<file path="config.mk">
export PLATFORM = sky130hd
export DESIGN_NAME = xlr8_io_top
export DESIGN_NICKNAME = d
export VERILOG_FILES = /design/src/xlr8_pkg.sv /design/src/io_bus_slave.sv /design/src/gpio_regs.sv /design/src/spi_master.sv /design/src/port_driver.sv /design/src/xlr8_io_top.sv
export SDC_FILE = /design/constraint.sdc
export NUM_CORES = 1
export LEC_CHECK = 0
export ABC_AREA = 1
export BUFFER_PORTS_ARGS = -buffer_cell sky130_fd_sc_hd__buf_2
export CORE_ASPECT_RATIO = 1.75
export CORE_MARGIN = 3
export CORE_UTILIZATION = 45
export DETAILED_ROUTE_END_ITERATION = 8
export SETUP_SLACK_MARGIN = 0.1
export SYNTH_ARGS = -nofsm -noshare
export SYNTH_HDL_FRONTEND = slang
export SYNTH_SLANG_ARGS = --single-unit
</file>
<file path="constraint.sdc">
create_clock -name Clock -period 2.4 [get_ports Clock]
set_input_delay 0.24 -clock Clock [delete_from_list [all_inputs] [get_ports Clock]]
set_output_delay 0.24 -clock Clock [all_outputs]
set_load 0.005 [all_outputs]
</file>
<file path="src/xlr8_pkg.sv">
`default_nettype none

package xlr8_pkg;

  //////////////////////////////
  // Widths and vector types
  //////////////////////////////
  localparam int IO_ADDR_W = 6;  // I/O register space
  localparam int DATA_W    = 8;  // Register and bus byte
  localparam int NUM_PINS  = 8;  // Port D pads

  typedef logic [IO_ADDR_W-1:0] io_addr_t;
  typedef logic [DATA_W-1:0]    io_data_t;
  typedef logic [NUM_PINS-1:0]  pin_vec_t;

  //////////////////////////////
  // I/O register map
  //////////////////////////////
  localparam io_addr_t GPIOR0_ADDR = 6'h1E;  // General purpose regs
  localparam io_addr_t GPIOR1_ADDR = 6'h2A;
  localparam io_addr_t GPIOR2_ADDR = 6'h2B;
  localparam io_addr_t PIND_ADDR   = 6'h09;  // Pad readback, read only
  localparam io_addr_t DDRD_ADDR   = 6'h0A;  // Direction, 1 is output
  localparam io_addr_t PORTD_ADDR  = 6'h0B;  // Output value
  localparam io_addr_t OSCCTL_ADDR = 6'h0C;  // Oscillator override control
  localparam io_addr_t SPCR1_ADDR  = 6'h20;  // First SPI master
  localparam io_addr_t SPSR1_ADDR  = 6'h21;
  localparam io_addr_t SPDR1_ADDR  = 6'h22;
  localparam io_addr_t SPCR2_ADDR  = 6'h23;  // Second SPI master
  localparam io_addr_t SPSR2_ADDR  = 6'h24;
  localparam io_addr_t SPDR2_ADDR  = 6'h25;

  // Bit positions
  localparam int SPE_BIT    = 6;  // SPCR enable
  localparam int MSTR_BIT   = 4;  // SPCR master select
  localparam int SPIF_BIT   = 7;  // SPSR transfer done
  localparam int OSC_EN_BIT = 0;  // OSCCTL override enable

  // Internal oscillator on a port D pin
  localparam int OSC_DIV = 1024;  // Output period in clocks
  localparam int OSC_PIN = 0;     // Pin taken over

  // sck period in clocks, indexed by SPR
  localparam int SPI_DIV_0 = 4;
  localparam int SPI_DIV_1 = 16;
  localparam int SPI_DIV_2 = 64;
  localparam int SPI_DIV_3 = 128;

endpackage

`default_nettype wire

</file>
<file path="src/io_bus_slave.sv">
`default_nettype none

module io_bus_slave (
  input  logic               Clock,
  input  logic               reset,
  // Host port, four-phase
  input  logic               req,
  input  logic               we,
  input  xlr8_pkg::io_addr_t addr,
  input  xlr8_pkg::io_data_t wdata,
  output logic               ack,
  output xlr8_pkg::io_data_t rdata,
  // Internal register bus
  output xlr8_pkg::io_addr_t adr,
  output xlr8_pkg::io_data_t dbus_in,
  output logic               iore,
  output logic               iowe,
  // Peripheral read returns
  input  xlr8_pkg::io_data_t spi1_rdata,
  input  logic               spi1_hit,
  input  xlr8_pkg::io_data_t spi2_rdata,
  input  logic               spi2_hit,
  input  xlr8_pkg::io_data_t gpio_rdata,
  input  logic               gpio_hit
);

  logic               busy;      // Strobe cycle in progress
  xlr8_pkg::io_data_t rd_merge;  // Winner of the read merge

  // Host keeps addr and wdata steady until ack, so pass them straight on
  assign adr     = addr;
  assign dbus_in = wdata;

  assign iowe = busy & we;   // One cycle per request
  assign iore = busy & ~we;

  // Fixed priority, unclaimed address reads 0
  assign rd_merge = spi1_hit ? spi1_rdata :
                    spi2_hit ? spi2_rdata :
                    gpio_hit ? gpio_rdata :
                               '0;

  //////////////////////////////
  // Handshake state
  //////////////////////////////
  always_ff @(posedge Clock) begin
    if (reset) begin
      busy  <= 1'b0;
      ack   <= 1'b0;
      rdata <= '0;
    end else begin
      if (busy) begin              // Strobe done, answer host
        busy <= 1'b0;
        ack  <= 1'b1;
      end else if (ack) begin
        ack <= req;                // Hold until host drops req
      end else if (req) begin
        busy <= 1'b1;              // New access accepted
      end
      if (iore) begin
        rdata <= rd_merge;         // Held while ack is high
      end
    end
  end

endmodule

`default_nettype wire

</file>
<file path="src/gpio_regs.sv">
`default_nettype none

module gpio_regs (
  input  logic               Clock,
  input  logic               reset,
  input  xlr8_pkg::io_addr_t adr,
  input  xlr8_pkg::io_data_t dbus_in,
  input  logic               iore,
  input  logic               iowe,
  input  xlr8_pkg::pin_vec_t pin_sync,  // Pads after synchronizer
  output xlr8_pkg::io_data_t dbus_out,
  output logic               out_en,
  output xlr8_pkg::pin_vec_t ddr,       // DDRD
  output xlr8_pkg::pin_vec_t port,      // PORTD
  output logic               osc_en
);

  xlr8_pkg::io_data_t gpior0;
  xlr8_pkg::io_data_t gpior1;
  xlr8_pkg::io_data_t gpior2;
  xlr8_pkg::io_data_t oscctl;
  xlr8_pkg::io_data_t rd_data;

  assign osc_en = oscctl[xlr8_pkg::OSC_EN_BIT];

  // Writes land on the strobe edge
  always_ff @(posedge Clock) begin
    if (reset) begin
      gpior0 <= '0;
      gpior1 <= '0;
      gpior2 <= '0;
      ddr    <= '0;
      port   <= '0;
      oscctl <= '0;
    end else if (iowe) begin
      case (adr)
        xlr8_pkg::GPIOR0_ADDR: gpior0 <= dbus_in;
        xlr8_pkg::GPIOR1_ADDR: gpior1 <= dbus_in;
        xlr8_pkg::GPIOR2_ADDR: gpior2 <= dbus_in;
        xlr8_pkg::DDRD_ADDR:   ddr    <= dbus_in;
        xlr8_pkg::PORTD_ADDR:  port   <= dbus_in;
        xlr8_pkg::OSCCTL_ADDR: oscctl <= dbus_in;
        default: ;                 // PIND and foreign addresses
      endcase
    end
  end

  // Address decode and readback
  always_comb begin
    rd_data = '0;
    out_en  = 1'b1;
    case (adr)
      xlr8_pkg::GPIOR0_ADDR: rd_data = gpior0;
      xlr8_pkg::GPIOR1_ADDR: rd_data = gpior1;
      xlr8_pkg::GPIOR2_ADDR: rd_data = gpior2;
      xlr8_pkg::DDRD_ADDR:   rd_data = ddr;
      xlr8_pkg::PORTD_ADDR:  rd_data = port;
      xlr8_pkg::OSCCTL_ADDR: rd_data = oscctl;
      xlr8_pkg::PIND_ADDR:   rd_data = pin_sync;  // Two clocks behind the pads
      default:               out_en  = 1'b0;
    endcase
  end

  assign dbus_out = iore ? rd_data : '0;  // Quiet outside read strobes

endmodule

`default_nettype wire

</file>
<file path="src/spi_master.sv">
`default_nettype none

module spi_master #(
  parameter xlr8_pkg::io_addr_t SPCR_ADDR = xlr8_pkg::SPCR1_ADDR,
  parameter xlr8_pkg::io_addr_t SPSR_ADDR = xlr8_pkg::SPSR1_ADDR,
  parameter xlr8_pkg::io_addr_t SPDR_ADDR = xlr8_pkg::SPDR1_ADDR
) (
  input  logic               Clock,
  input  logic               reset,
  input  xlr8_pkg::io_addr_t adr,
  input  xlr8_pkg::io_data_t dbus_in,
  input  logic               iore,
  input  logic               iowe,
  input  logic               miso,
  output xlr8_pkg::io_data_t dbus_out,
  output logic               out_en,
  output logic               sck,
  output logic               mosi
);

  localparam int CNT_W = $clog2(xlr8_pkg::SPI_DIV_3);  // Fits the slowest half period

  xlr8_pkg::io_data_t spcr;       // Control as written
  xlr8_pkg::io_data_t spsr;       // Status view
  xlr8_pkg::io_data_t spdr;       // Data and shift register
  xlr8_pkg::io_data_t rd_data;
  logic               spif;
  logic               busy;       // Transfer running
  logic               sck_q;
  logic               miso_q;     // Bit taken at sck rise
  logic [2:0]         bit_cnt;
  logic [CNT_W-1:0]   div_cnt;
  logic [CNT_W-1:0]   half_last;  // Last count of a half period
  logic               spe;
  logic               mstr;
  logic               half_done;

  assign spe       = spcr[xlr8_pkg::SPE_BIT];
  assign mstr      = spcr[xlr8_pkg::MSTR_BIT];
  assign half_done = (div_cnt == half_last);

  // SPR picks the sck rate
  always_comb begin
    case (spcr[1:0])
      2'd0:    half_last = CNT_W'(xlr8_pkg::SPI_DIV_0 / 2 - 1);
      2'd1:    half_last = CNT_W'(xlr8_pkg::SPI_DIV_1 / 2 - 1);
      2'd2:    half_last = CNT_W'(xlr8_pkg::SPI_DIV_2 / 2 - 1);
      default: half_last = CNT_W'(xlr8_pkg::SPI_DIV_3 / 2 - 1);
    endcase
  end

  //////////////////////////////
  // Registers and shifter
  //////////////////////////////
  always_ff @(posedge Clock) begin
    if (reset) begin
      spcr    <= '0;
      spif    <= 1'b0;
      spdr    <= '0;
      busy    <= 1'b0;
      sck_q   <= 1'b0;
      bit_cnt <= '0;
      div_cnt <= '0;
    end else begin
      if (!busy) begin
        if (iowe && adr == SPDR_ADDR) begin  // Load, maybe start
          spdr    <= dbus_in;
          spif    <= 1'b0;
          busy    <= spe & mstr;
          div_cnt <= '0;
          bit_cnt <= '0;
        end
      end else if (half_done) begin
        div_cnt <= '0;
        sck_q   <= ~sck_q;
        if (sck_q) begin                     // Falling edge, next bit out
          spdr    <= {spdr[6:0], miso_q};
          bit_cnt <= bit_cnt + 3'd1;
          if (bit_cnt == 3'd7) begin
            busy <= 1'b0;
            spif <= 1'b1;
          end
        end
      end else begin
        div_cnt <= div_cnt + 1'b1;
      end
      if (iowe && adr == SPCR_ADDR) begin
        spcr <= dbus_in;
        if (!dbus_in[xlr8_pkg::SPE_BIT]) begin  // Disable aborts a transfer
          busy  <= 1'b0;
          sck_q <= 1'b0;
        end
      end
    end
  end

  // Sample where sck rises
  always_ff @(posedge Clock) begin
    if (busy && half_done && !sck_q) begin
      miso_q <= miso;
    end
  end

  assign sck  = sck_q;            // Idles low, mode 0
  assign mosi = busy & spdr[7];   // MSB first

  // Readback
  always_comb begin
    spsr                     = '0;
    spsr[xlr8_pkg::SPIF_BIT] = spif;
    rd_data                  = '0;
    out_en                   = 1'b1;
    case (adr)
      SPCR_ADDR: rd_data = spcr;
      SPSR_ADDR: rd_data = spsr;
      SPDR_ADDR: rd_data = spdr;
      default:   out_en  = 1'b0;
    endcase
  end

  assign dbus_out = iore ? rd_data : '0;

endmodule

`default_nettype wire

</file>
<file path="src/port_driver.sv">
`default_nettype none

module port_driver (
  input  logic               Clock,
  input  logic               reset,
  input  xlr8_pkg::pin_vec_t ddr,
  input  xlr8_pkg::pin_vec_t port,
  input  logic               osc_en,
  input  xlr8_pkg::pin_vec_t pad_in,
  output xlr8_pkg::pin_vec_t pad_out,
  output xlr8_pkg::pin_vec_t pad_oe,
  output xlr8_pkg::pin_vec_t pin_sync
);

  localparam int DIV_W = $clog2(xlr8_pkg::OSC_DIV);

  logic [DIV_W-1:0]   osc_cnt;   // MSB is the divided clock
  xlr8_pkg::pin_vec_t pin_meta;  // First synchronizer stage

  //////////////////////////////
  // Oscillator divider
  //////////////////////////////
  always_ff @(posedge Clock) begin
    if (reset) begin
      osc_cnt <= '0;
    end else begin
      osc_cnt <= osc_cnt + 1'b1;  // Free running, MSB flips every OSC_DIV/2
    end
  end

  // Xcelerator override on one pin, rest straight from registers
  always_comb begin
    pad_oe  = ddr;
    pad_out = port;
    if (osc_en) begin
      pad_oe[xlr8_pkg::OSC_PIN]  = 1'b1;             // Forced output
      pad_out[xlr8_pkg::OSC_PIN] = osc_cnt[DIV_W-1];
    end
  end

  // Two flop input sync
  always_ff @(posedge Clock) begin
    if (reset) begin
      pin_meta <= '0;
      pin_sync <= '0;
    end else begin
      pin_meta <= pad_in;
      pin_sync <= pin_meta;
    end
  end

endmodule

`default_nettype wire

</file>
<file path="src/xlr8_io_top.sv">
`default_nettype none

module xlr8_io_top (
  input  logic               Clock,
  input  logic               reset,
  // Host port
  input  logic               req,
  input  logic               we,
  input  xlr8_pkg::io_addr_t addr,
  input  xlr8_pkg::io_data_t wdata,
  output logic               ack,
  output xlr8_pkg::io_data_t rdata,
  // Port D pads
  input  xlr8_pkg::pin_vec_t portd_in,
  output xlr8_pkg::pin_vec_t portd_out,
  output xlr8_pkg::pin_vec_t portd_oe,
  // SPI pads
  input  logic               spi1_miso,
  output logic               spi1_sck,
  output logic               spi1_mosi,
  input  logic               spi2_miso,
  output logic               spi2_sck,
  output logic               spi2_mosi
);

  xlr8_pkg::io_addr_t adr;          // Register bus
  xlr8_pkg::io_data_t dbus_in;
  logic               iore;
  logic               iowe;
  xlr8_pkg::io_data_t spi1_dbusout; // Read returns
  logic               spi1_out_en;
  xlr8_pkg::io_data_t spi2_dbusout;
  logic               spi2_out_en;
  xlr8_pkg::io_data_t gpio_dbusout;
  logic               gpio_out_en;
  xlr8_pkg::pin_vec_t ddr;          // Port D control
  xlr8_pkg::pin_vec_t port;
  logic               osc_en;
  xlr8_pkg::pin_vec_t pin_sync;

  //////////////////////////////
  // Host side
  //////////////////////////////
  io_bus_slave bus_slave_inst (
    .Clock      (Clock),
    .reset      (reset),
    .req        (req),
    .we         (we),
    .addr       (addr),
    .wdata      (wdata),
    .ack        (ack),
    .rdata      (rdata),
    .adr        (adr),
    .dbus_in    (dbus_in),
    .iore       (iore),
    .iowe       (iowe),
    .spi1_rdata (spi1_dbusout),
    .spi1_hit   (spi1_out_en),
    .spi2_rdata (spi2_dbusout),
    .spi2_hit   (spi2_out_en),
    .gpio_rdata (gpio_dbusout),
    .gpio_hit   (gpio_out_en)
  );

  //////////////////////////////
  // Peripherals
  //////////////////////////////
  gpio_regs gpio_inst (
    .Clock    (Clock),
    .reset    (reset),
    .adr      (adr),
    .dbus_in  (dbus_in),
    .iore     (iore),
    .iowe     (iowe),
    .pin_sync (pin_sync),
    .dbus_out (gpio_dbusout),
    .out_en   (gpio_out_en),
    .ddr      (ddr),
    .port     (port),
    .osc_en   (osc_en)
  );

  spi_master #(
    .SPCR_ADDR (xlr8_pkg::SPCR1_ADDR),
    .SPSR_ADDR (xlr8_pkg::SPSR1_ADDR),
    .SPDR_ADDR (xlr8_pkg::SPDR1_ADDR)
  ) spi_1 (
    .Clock    (Clock),
    .reset    (reset),
    .adr      (adr),
    .dbus_in  (dbus_in),
    .iore     (iore),
    .iowe     (iowe),
    .miso     (spi1_miso),
    .dbus_out (spi1_dbusout),
    .out_en   (spi1_out_en),
    .sck      (spi1_sck),
    .mosi     (spi1_mosi)
  );

  spi_master #(
    .SPCR_ADDR (xlr8_pkg::SPCR2_ADDR),
    .SPSR_ADDR (xlr8_pkg::SPSR2_ADDR),
    .SPDR_ADDR (xlr8_pkg::SPDR2_ADDR)
  ) spi_2 (
    .Clock    (Clock),
    .reset    (reset),
    .adr      (adr),
    .dbus_in  (dbus_in),
    .iore     (iore),
    .iowe     (iowe),
    .miso     (spi2_miso),
    .dbus_out (spi2_dbusout),
    .out_en   (spi2_out_en),
    .sck      (spi2_sck),
    .mosi     (spi2_mosi)
  );

  // Pads
  port_driver port_driver_inst (
    .Clock    (Clock),
    .reset    (reset),
    .ddr      (ddr),
    .port     (port),
    .osc_en   (osc_en),
    .pad_in   (portd_in),
    .pad_out  (portd_out),
    .pad_oe   (portd_oe),
    .pin_sync (pin_sync)
  );

endmodule

`default_nettype wire

</file>
# After elaboration in Yosys (flattened, before gate mapping)
# Index checks and enable logic that the tools add are counted.
# totals
elab_cells	167
in_bits	28
register_bits	144
# op_classes
reduce_logical	28
bitwise_logic	9
n_mux	70
n_eq_ne	27
n_addsub	5
# ops
operator	count
$mux 8	11
$pmux 8 s7	1
$eq 6x6->1 const B	8
$pmux 8 s3	2
$mux 7	6
$mux 1	40
$pmux 6 s3	2
$eq 6x4->1 const B	4
$mux 3	8
$add 7x1->7 const B	2
$eq 7x6->1	2
$ne 2x2->1 const B	6
$reduce_and 2->1	6
$add 10x1->10 const B	1
$reduce_or 3->1	3
$logic_and 1x1->1	8
$reduce_and 4->1	2
$reduce_or 7->1	1
$add 3x1->3 const B	2
$and 1x1->1	6
$eq 3x3->1 const B	2
$eq 6x5->1 const B	1
$reduce_and 3->1	2
$eq 2x1->1 const B	2
5 further kinds	11

# Depth between registers and ports, before layout
# Gate-level depths: netlist of run 1.
# depth
depth_word	7
depth_mapped	11

# Modules after synthesis
# From an unflattened synthesis of run 1, not the netlist that was laid out.
# hier_totals
hier_cells	1066
hier_area_um2	7612.3
# by_module_without_submodules
module	area_each_um2	cells_per_inst	n_inst
gpio_regs	2439.8	342	1
spi_master at spi_2	1789.2	254	1
spi_master at spi_1	1729.2	244	1
port_driver	991.0	122	1
io_bus_slave	663.1	104	1

# Worst setup path before layout of run 1
# Ideal clock, no wire load.
# synth_timing
kind	flip-flop to flip-flop
start	reg spi_2.busy
end	reg spi_2.spdr[0]
t_required_ns	2.285
path_slack_ns	0.991
arrival_ns	1.294
stages_incl_launch_ff	8
setup_ns	0.115
path_cell_list	dfxtp_1 buf_2 clkinv_1 nor2_1 a21oi_4 buf_6 a21oi_1 nor2_1
# synth_via
elab_chain_len	2
word_cells_on_any_way	5
cone_classes	eq/ne (2); mux (1); reduce/logical (2)
# synth_lines
item	line_no	rtl
start, declared	spi_master.sv:28	logic busy;
start signal, assigned	spi_master.sv:69	busy <= spe & mstr;
$ne 2x2->1 (no source line) / $reduce_bool 2->1 (equally long branches)	n/a	
$reduce_and 3->1 (no source line)	n/a	
end signal, assigned	spi_master.sv:67	spdr <= dbus_in;
end signal, assigned	spi_master.sv:77	spdr <= {spdr[6:0], miso_q};
end, declared	spi_master.sv:25	xlr8_pkg::io_data_t spdr;
# Parallel ways exist; a longest one is shown, timed or not.
# A chain may end at the register's enable or synchronous reset.

# Worst setup path in the final report of run 1
# layout_timing
start	reg bus_slave_inst.busy
end	reg gpio_inst.gpior2[0]
# layout_via
elab_chain_len	2
# layout_lines
item	line_no	rtl
start, declared	io_bus_slave.sv:27	logic busy;
start signal, assigned	io_bus_slave.sv:48	busy <= 1'b0;
start signal, assigned	io_bus_slave.sv:53	busy <= 1'b0;
start signal, assigned	io_bus_slave.sv:58	busy <= 1'b1;
$and 1x1->1	io_bus_slave.sv:34	assign iowe = busy & we;
$reduce_and 2->1 (no source line)	n/a	
end signal, assigned	gpio_regs.sv:39	xlr8_pkg::GPIOR2_ADDR: gpior2 <= dbus_in;
end, declared	gpio_regs.sv:20	xlr8_pkg::io_data_t gpior2;
# Every way passes these cells.

==> out/metrics.yaml, run 1 <==
layout_commonest_cell: "nand2_1"
final_cell_mix: "190 x nand2_1, 142 x dfxtp_1, 122 x nor2_1, 118 x inv_1, 111 x o21ai_0"
vias: 6182
gp_congestion: 0.906
cp_max_fo: 16
initial_core_util: 0.466
cts_resized: 0
clk_pin_slew_ps: 60
wl_per_cell_um: 15.1
cts_setup_buffers: 0
fin_area_um2: 7740
endpoint_kind: "flip-flop"
clockPowerShare: 0.502
max_freq_mhz: 565
maxCapViolCount: 0
path_cells: "nand2_1, inv_1, buf_4, nand3_1, o21ai_0, a21oi_1"
synth-seq-area-share: 0.427
synth-seq-cells: 144
rsz0062_at_grt: "false"
yosys.area.top_type: "dfxtp_1"
coreArea_um2: 14600
holdPathStages: 3
status: "complete, no violations"
arrival_ps: 2060
drv_slew: 0
clk_latency_ps: 430
antenna_found_initial: 0
h-tree-depth: 4
diodes: 0
row_count: 58
switchingPower_uw: 1240
intPower_uw: 4130
avgSynthCellArea_um2: 6.87
period_minus_slack_ps: 1770
leakagePower_uw: 0.00340
final_layout_size_suffix_gt1_frac: 0.118
synth_fp_nets: 1025
cts_sinks: 144
synth_area_leaders: "dfxtp_1 42%, nand2_1 10%, o21ai_0 8.2%"
port_buffers: 56
setup_viol: 0
cts_tree: "built"
grt_pass1_wl_um: 30100
viasPerCell: 5.07
switching_share: 0.230
finalClockSkew_ps: 12.2
synthToLayoutAreaGrowth_pct: 13.9
dp_hpwl_um: 13500
crit_slowest_cell: "nand3_1"
die_h_um: 169
cts_root_buf: "clkbuf_16"
dr.pass1.iters: 5
power_density_nw_per_um2: 694
ir_drop_v: 0.000371
die_w_um: 98.9
hold_violations: 0
numCtsBuffers: 17
synth_top_area_frac: 0.418
p_seq_frac: 0.452
track_usage: 0.229
slew_headroom: 0.644
cp_slowest_stage_delay_ps: 370
critical_path_buf_inv_count: 2
start_kind: "flip-flop"
path_delay_family: "buffers and inverters"
grt_max_degree: 47
worstSetupPathType: "reg2reg"
holdWs_ps: 13.8
ios: 57
syn_area_um2: 6800
cts_buffer_depth: 2
ys.warnings.count: 0
power_uw: 5370
grt_pass1_vias: 6001
postPlaceCellArea_um2: 7130
drt-total-wl_um: 18500
fin_nets: 1061
crit_cells: 6
drc_errors: 0
syn_inst: 990
ant_nets: 0
min_path_type: "in2reg"
finalCritPeriodShare: 0.737
grt-ovfl-total: 0
synth_cell_type_count: 35
dieArea_um2: 16700
drtIter0Drc: 398
worst_slew_pin_slew_ps: 532
required_ps: 2690
p_comb_frac: 0.046
cts_hold_buf: 2
setup_tns_ps: 0
reg2regPathDepth: 6
[synth_stat cells, drive strengths merged]
cell and count:
dfxtp 142, nand2 195, inv 120, a41oi 1, edfxtp 2, o21a 1
or2 3, xor2 5, nand4 4, a21oi 107, nor3 4, nor2 131
o21bai 1, mux2i 1, ha 7, clkbuf 19, a31oi 1, o211ai 1
nand3 89, clkinv 2, o21ai 112, buf 38, nor3b 1, o22ai 3
[power groups by stage]
stage / logic (uW) / clock network [uW] / registers (uW)
2_1_floorplan: 144 / 0 / 2480
3_3_place_gp: 244 / 0 / 2480
3_5_place_dp: 245 / 0 / 2480
4_1_cts: 248 / 2750 / 2430
5_1_grt: 276 / 2850 / 2430
6_report: 248 / 2700 / 2430
[kinds of logic (layout without fill, tap and decap cells)]
group,Yosys count,after routing,share of synthesized area
AND/OR/NAND/NOR,427,427,0.264
AO/OA/AOI/OAI,227,227,0.175
buffers and inverters,179,228,0.114
flip-flops,144,144,0.427
adder cells (fa/ha/maj),7,7,0.0129
XOR/XNOR,5,5,0.00644
multiplexers,1,1,0.00147
[metrics by stage]
stage | utilization | setup WS (ps) | cells
finish | 0.531 | 631 | 1219
global route | 0.531 | 387 | 1219
CTS | 0.531 | 638 | 1219
detailed placement | 0.489 | 361 | 1185
global placement | 0.489 | 386 | 1185
floorplan | - | 991 | 990
[worst min-delay path: cells and delay by family]
kind	cells	cell delay (ps)
buf+inv	2	100
simple gates	1	60
[worst paths after layout]
| path | slack (ps) | startpoint | to |
|---|---|---|---|
| setup / recovery | 630 | bus_slave_inst.busy | gpio_inst.gpior2[0] |
| hold / removal | 10 | portd_in[0] | port_driver_inst.pin_meta[0] |
| setup reg to reg | 630 | bus_slave_inst.busy | gpio_inst.gpior2[0] |
| hold reg to reg | 400 | port_driver_inst.pin_meta[2] | port_driver_inst.pin_sync[2] |
[area by class of cell]
class | count | area (um2)
Fill cell | 1559 | 6840
Tap cell | 180 | 225
Timing Repair Buffer | 74 | 433
Multi-Input combinational cell | 667 | 3130
Clock buffer | 20 | 437
Clock inverter | 12 | 160
Inverter | 122 | 458
Sequential cell | 144 | 2900
[sequential cells by signal, indices dropped and copies added (netlist names), 7 cells and up]
signal	cells
gpio_inst.port	8
port_driver_inst.pin_sync	8
gpio_inst.oscctl	8
spi_2.spdr	8
gpio_inst.gpior0	8
gpio_inst.ddr	8
spi_2.div_cnt	7
spi_1.spdr	8
port_driver_inst.pin_meta	8
bus_slave_inst.rdata	8
spi_2.spcr	8
port_driver_inst.osc_cnt	10
spi_1.div_cnt	7
gpio_inst.gpior1	8
spi_1.spcr	8
gpio_inst.gpior2	8
[metal layers]
metal / global-route usage / part of all wire
met1: 0.247 / 0.40
met4: 0.110 / 0.041
met2: 0.415 / 0.52
met3: 0.0528 / 0.041
met5: 0 / 0
(Power assumes the default switching activity.)
==> inputs of run 2 (changes only) <==
Clock period 2.4 ns to 1.7 ns, I/O delays scaled along.
==> run 2 against run 1 <==
Count of clock-buffer cells in the layout shrank 1. Worst hold slack gained 110 ps. Clock skew shrank 5.5 ps. Critical path depth is the same. Total power grew 37%. Die area is the same. Sequential power grew 41%. Fmax grew 18%. Global-route usage grew 0.39 points. Cell area grew 3.5%. Clock power grew 30%. Critical path type unchanged. Largest cell class unchanged. Largest power group unchanged. Highest routed layer unchanged.
==> out/metrics.yaml, run 2 (synthesis results as in run 1) <==
status: "complete, no violations"
dr.pass1.iters: 5  # unchanged
synthToLayoutAreaGrowth_pct: 17.9
clk_pin_slew_ps: 60  # about the same
place_ws_ps: 118  # -242 ps
final_cell_mix: "189 x nand2_1, 139 x dfxtp_1, 119 x nor2_1, 115 x inv_1, 111 x o21ai_0"
vias: 6300  # +1.9%
ios: 57  # unchanged
hold_violations: 0  # unchanged
viasPerCell: 5.05  # -0.46%
use_met2: 0.417  # +0.00205
largest_register: "port_driver_inst.osc_cnt"
dp_hpwl_um: 14100  # +4.3%
wl_per_cell_um: 15.2  # +0.40%
rsz0062_at_grt: "true"
worst_slew_pin_slew_ps: 497  # -35.6 ps
diodes: 0  # unchanged
row_count: 58  # unchanged
arrival_ps: 1640  # -420 ps
drt-total-wl_um: 19000  # +2.8%
clk_latency_ps: 420  # about the same
leakagePower_uw: 0.00350  # +3.1%
cts_tree: "built"
gp_congestion: 0.921  # +1.6%
worstSetupPathType: "reg2reg"
port_buffers: 56  # unchanged
finalCritPeriodShare: 0.884  # +0.147
grt_pass1_wl_um: 30500  # +1.1%
fin_nets: 1090  # +2.7%
layout_commonest_cell: "nand2_1"
power_density_nw_per_um2: 916  # +32%
required_ps: 1830  # -860 ps
cts_sinks: 144  # unchanged
cts_buffer_depth: 2  # unchanged
ir_drop_v: 0.000552  # +49%
min_path_type: "in2reg"
crit_start: "spi_2.div_cnt[2]"
path_delay_family: "simple AND/OR/NAND/NOR gates"
busiest_layer: "met2"
grt_util_met1: 0.252  # +0.00498
critical_path_buf_inv_count: 1  # -1
grt-ovfl-total: 0  # unchanged
final_layout_size_suffix_gt1_frac: 0.144  # +0.0258
maxCapViolCount: 0  # unchanged
r2r-start: "spi_2.div_cnt[2]"
endpoint_kind: "flip-flop"
numCtsBuffers: 17  # unchanged
dieArea_um2: 16700  # unchanged
largest_register_ffs: 10  # unchanged
setup_ws_ps: 198  # -433 ps
coreArea_um2: 14600  # unchanged
drtIter0Drc: 333  # -16%
track_usage: 0.233  # +0.00386
antenna_found_initial: 0  # unchanged
drv_slew: 0  # unchanged
setup_viol: 0  # unchanged
initial_core_util: 0.466  # unchanged
cts_root_buf: "clkbuf_16"
start_kind: "flip-flop"
grt_util_met3: 0.0425  # -0.0103
path_cells: "nand2_1, o21ai_0, nand3_1, nor2_2, inv_1, nor2_1"
hp-start: "reset"
ant_nets: 0  # unchanged
crit_slowest_cell: "dfxtp_1"
die_h_um: 169  # unchanged
die_w_um: 98.9  # unchanged
setup_tns_ps: 0  # unchanged
cp_max_fo: 6  # -10
grt_pass1_vias: 5917  # -1.4%
slew_headroom: 0.669  # +0.0250
finalClockSkew_ps: 6.71  # -5.47 ps
grt_max_degree: 47  # unchanged
cp_slowest_stage_delay_ps: 410  # +40 ps
h-tree-depth: 4  # unchanged
drc_errors: 0  # unchanged
max_freq_mhz: 666  # +18%
period_minus_slack_ps: 1500  # -267 ps
==> run 2: cell types whose count changed in the layout (fill, tap and decap cells not counted), sizes merged <==
cell,before,now
bufinv,3,1
buf,72,92
inv,123,121
dlygate4sd3,2,11
clkinv,7,8
clkbuf,20,19
clkinvlp,1,5
==> run 2: worst paths after layout <==
check / endpoint / slack [ps] / cells past startpoint
max: spi_2.miso_q / 200 / 6
max reg2reg: spi_2.miso_q / 200 / 6
min reg2reg: port_driver_inst.pin_sync[1] / 400 / 2
min: spi_2.bit_cnt[0] / 120 / 4
==> run 2: final cells by class <==
cell class / instances / area, um2
Clock buffer: 19 / 433
Timing Repair Buffer: 103 / 736
Multi-Input combinational cell: 667 / 3140
Inverter: 122 / 462
Sequential cell: 144 / 2910
Tap cell: 180 / 225
Clock inverter: 13 / 115
Fill cell: 1470 / 6570
==> run 2: worst register-to-register path, stage by stage (launching register included) <==
cell and delay (ps):
dfxtp_1 410, nand2_1 70, o21ai_0 170, nand3_1 190
nor2_2 220, inv_1 60, nor2_1 100
==> run 2: timing repair <==
| item | in CTS | in global routing |
|---|---|---|
| resized for setup | 1 | 9 |
| hold buffers | 11 | 0 |
| hold endpoints to repair | 12 | 0 |
| setup endpoints to repair | 1 | 50 |
| cloned | 0 | 0 |
| buffers inserted | 0 | 3 |
| pin swaps | 0 | 3 |
==> run 2: per-layer routing <==
layer | vias to the layer above | share of wire
li1 | 3299 | -
met1 | 2818 | 0.39
met2 | 136 | 0.52
met3 | 47 | 0.037
met4 | 0 | 0.053
met5 | - | 0
==> run 2: per-stage QoR <==
step | cells | total power (uW) | area [um2] | hold WS (ps) | util
5_1_grt | 1248 | 7580 | 8010 | 156 | 0.549
4_1_cts | 1245 | 7400 | 7970 | 121 | 0.547
6_report | 1248 | 7340 | 8010 | 121 | 0.549
2_1_floorplan | 990 | 3700 | 6800 | 269 | -
3_3_place_gp | 1202 | 3870 | 7320 | 348 | 0.502
3_5_place_dp | 1202 | 3870 | 7320 | 359 | 0.502
==> run 2: where the power goes <==
part / switching [uW] / total, uW / internal (uW)
registers: 18.8 / 3430 / 3410
clock network: 1510 / 3520 / 2010
logic: 256 / 386 / 130
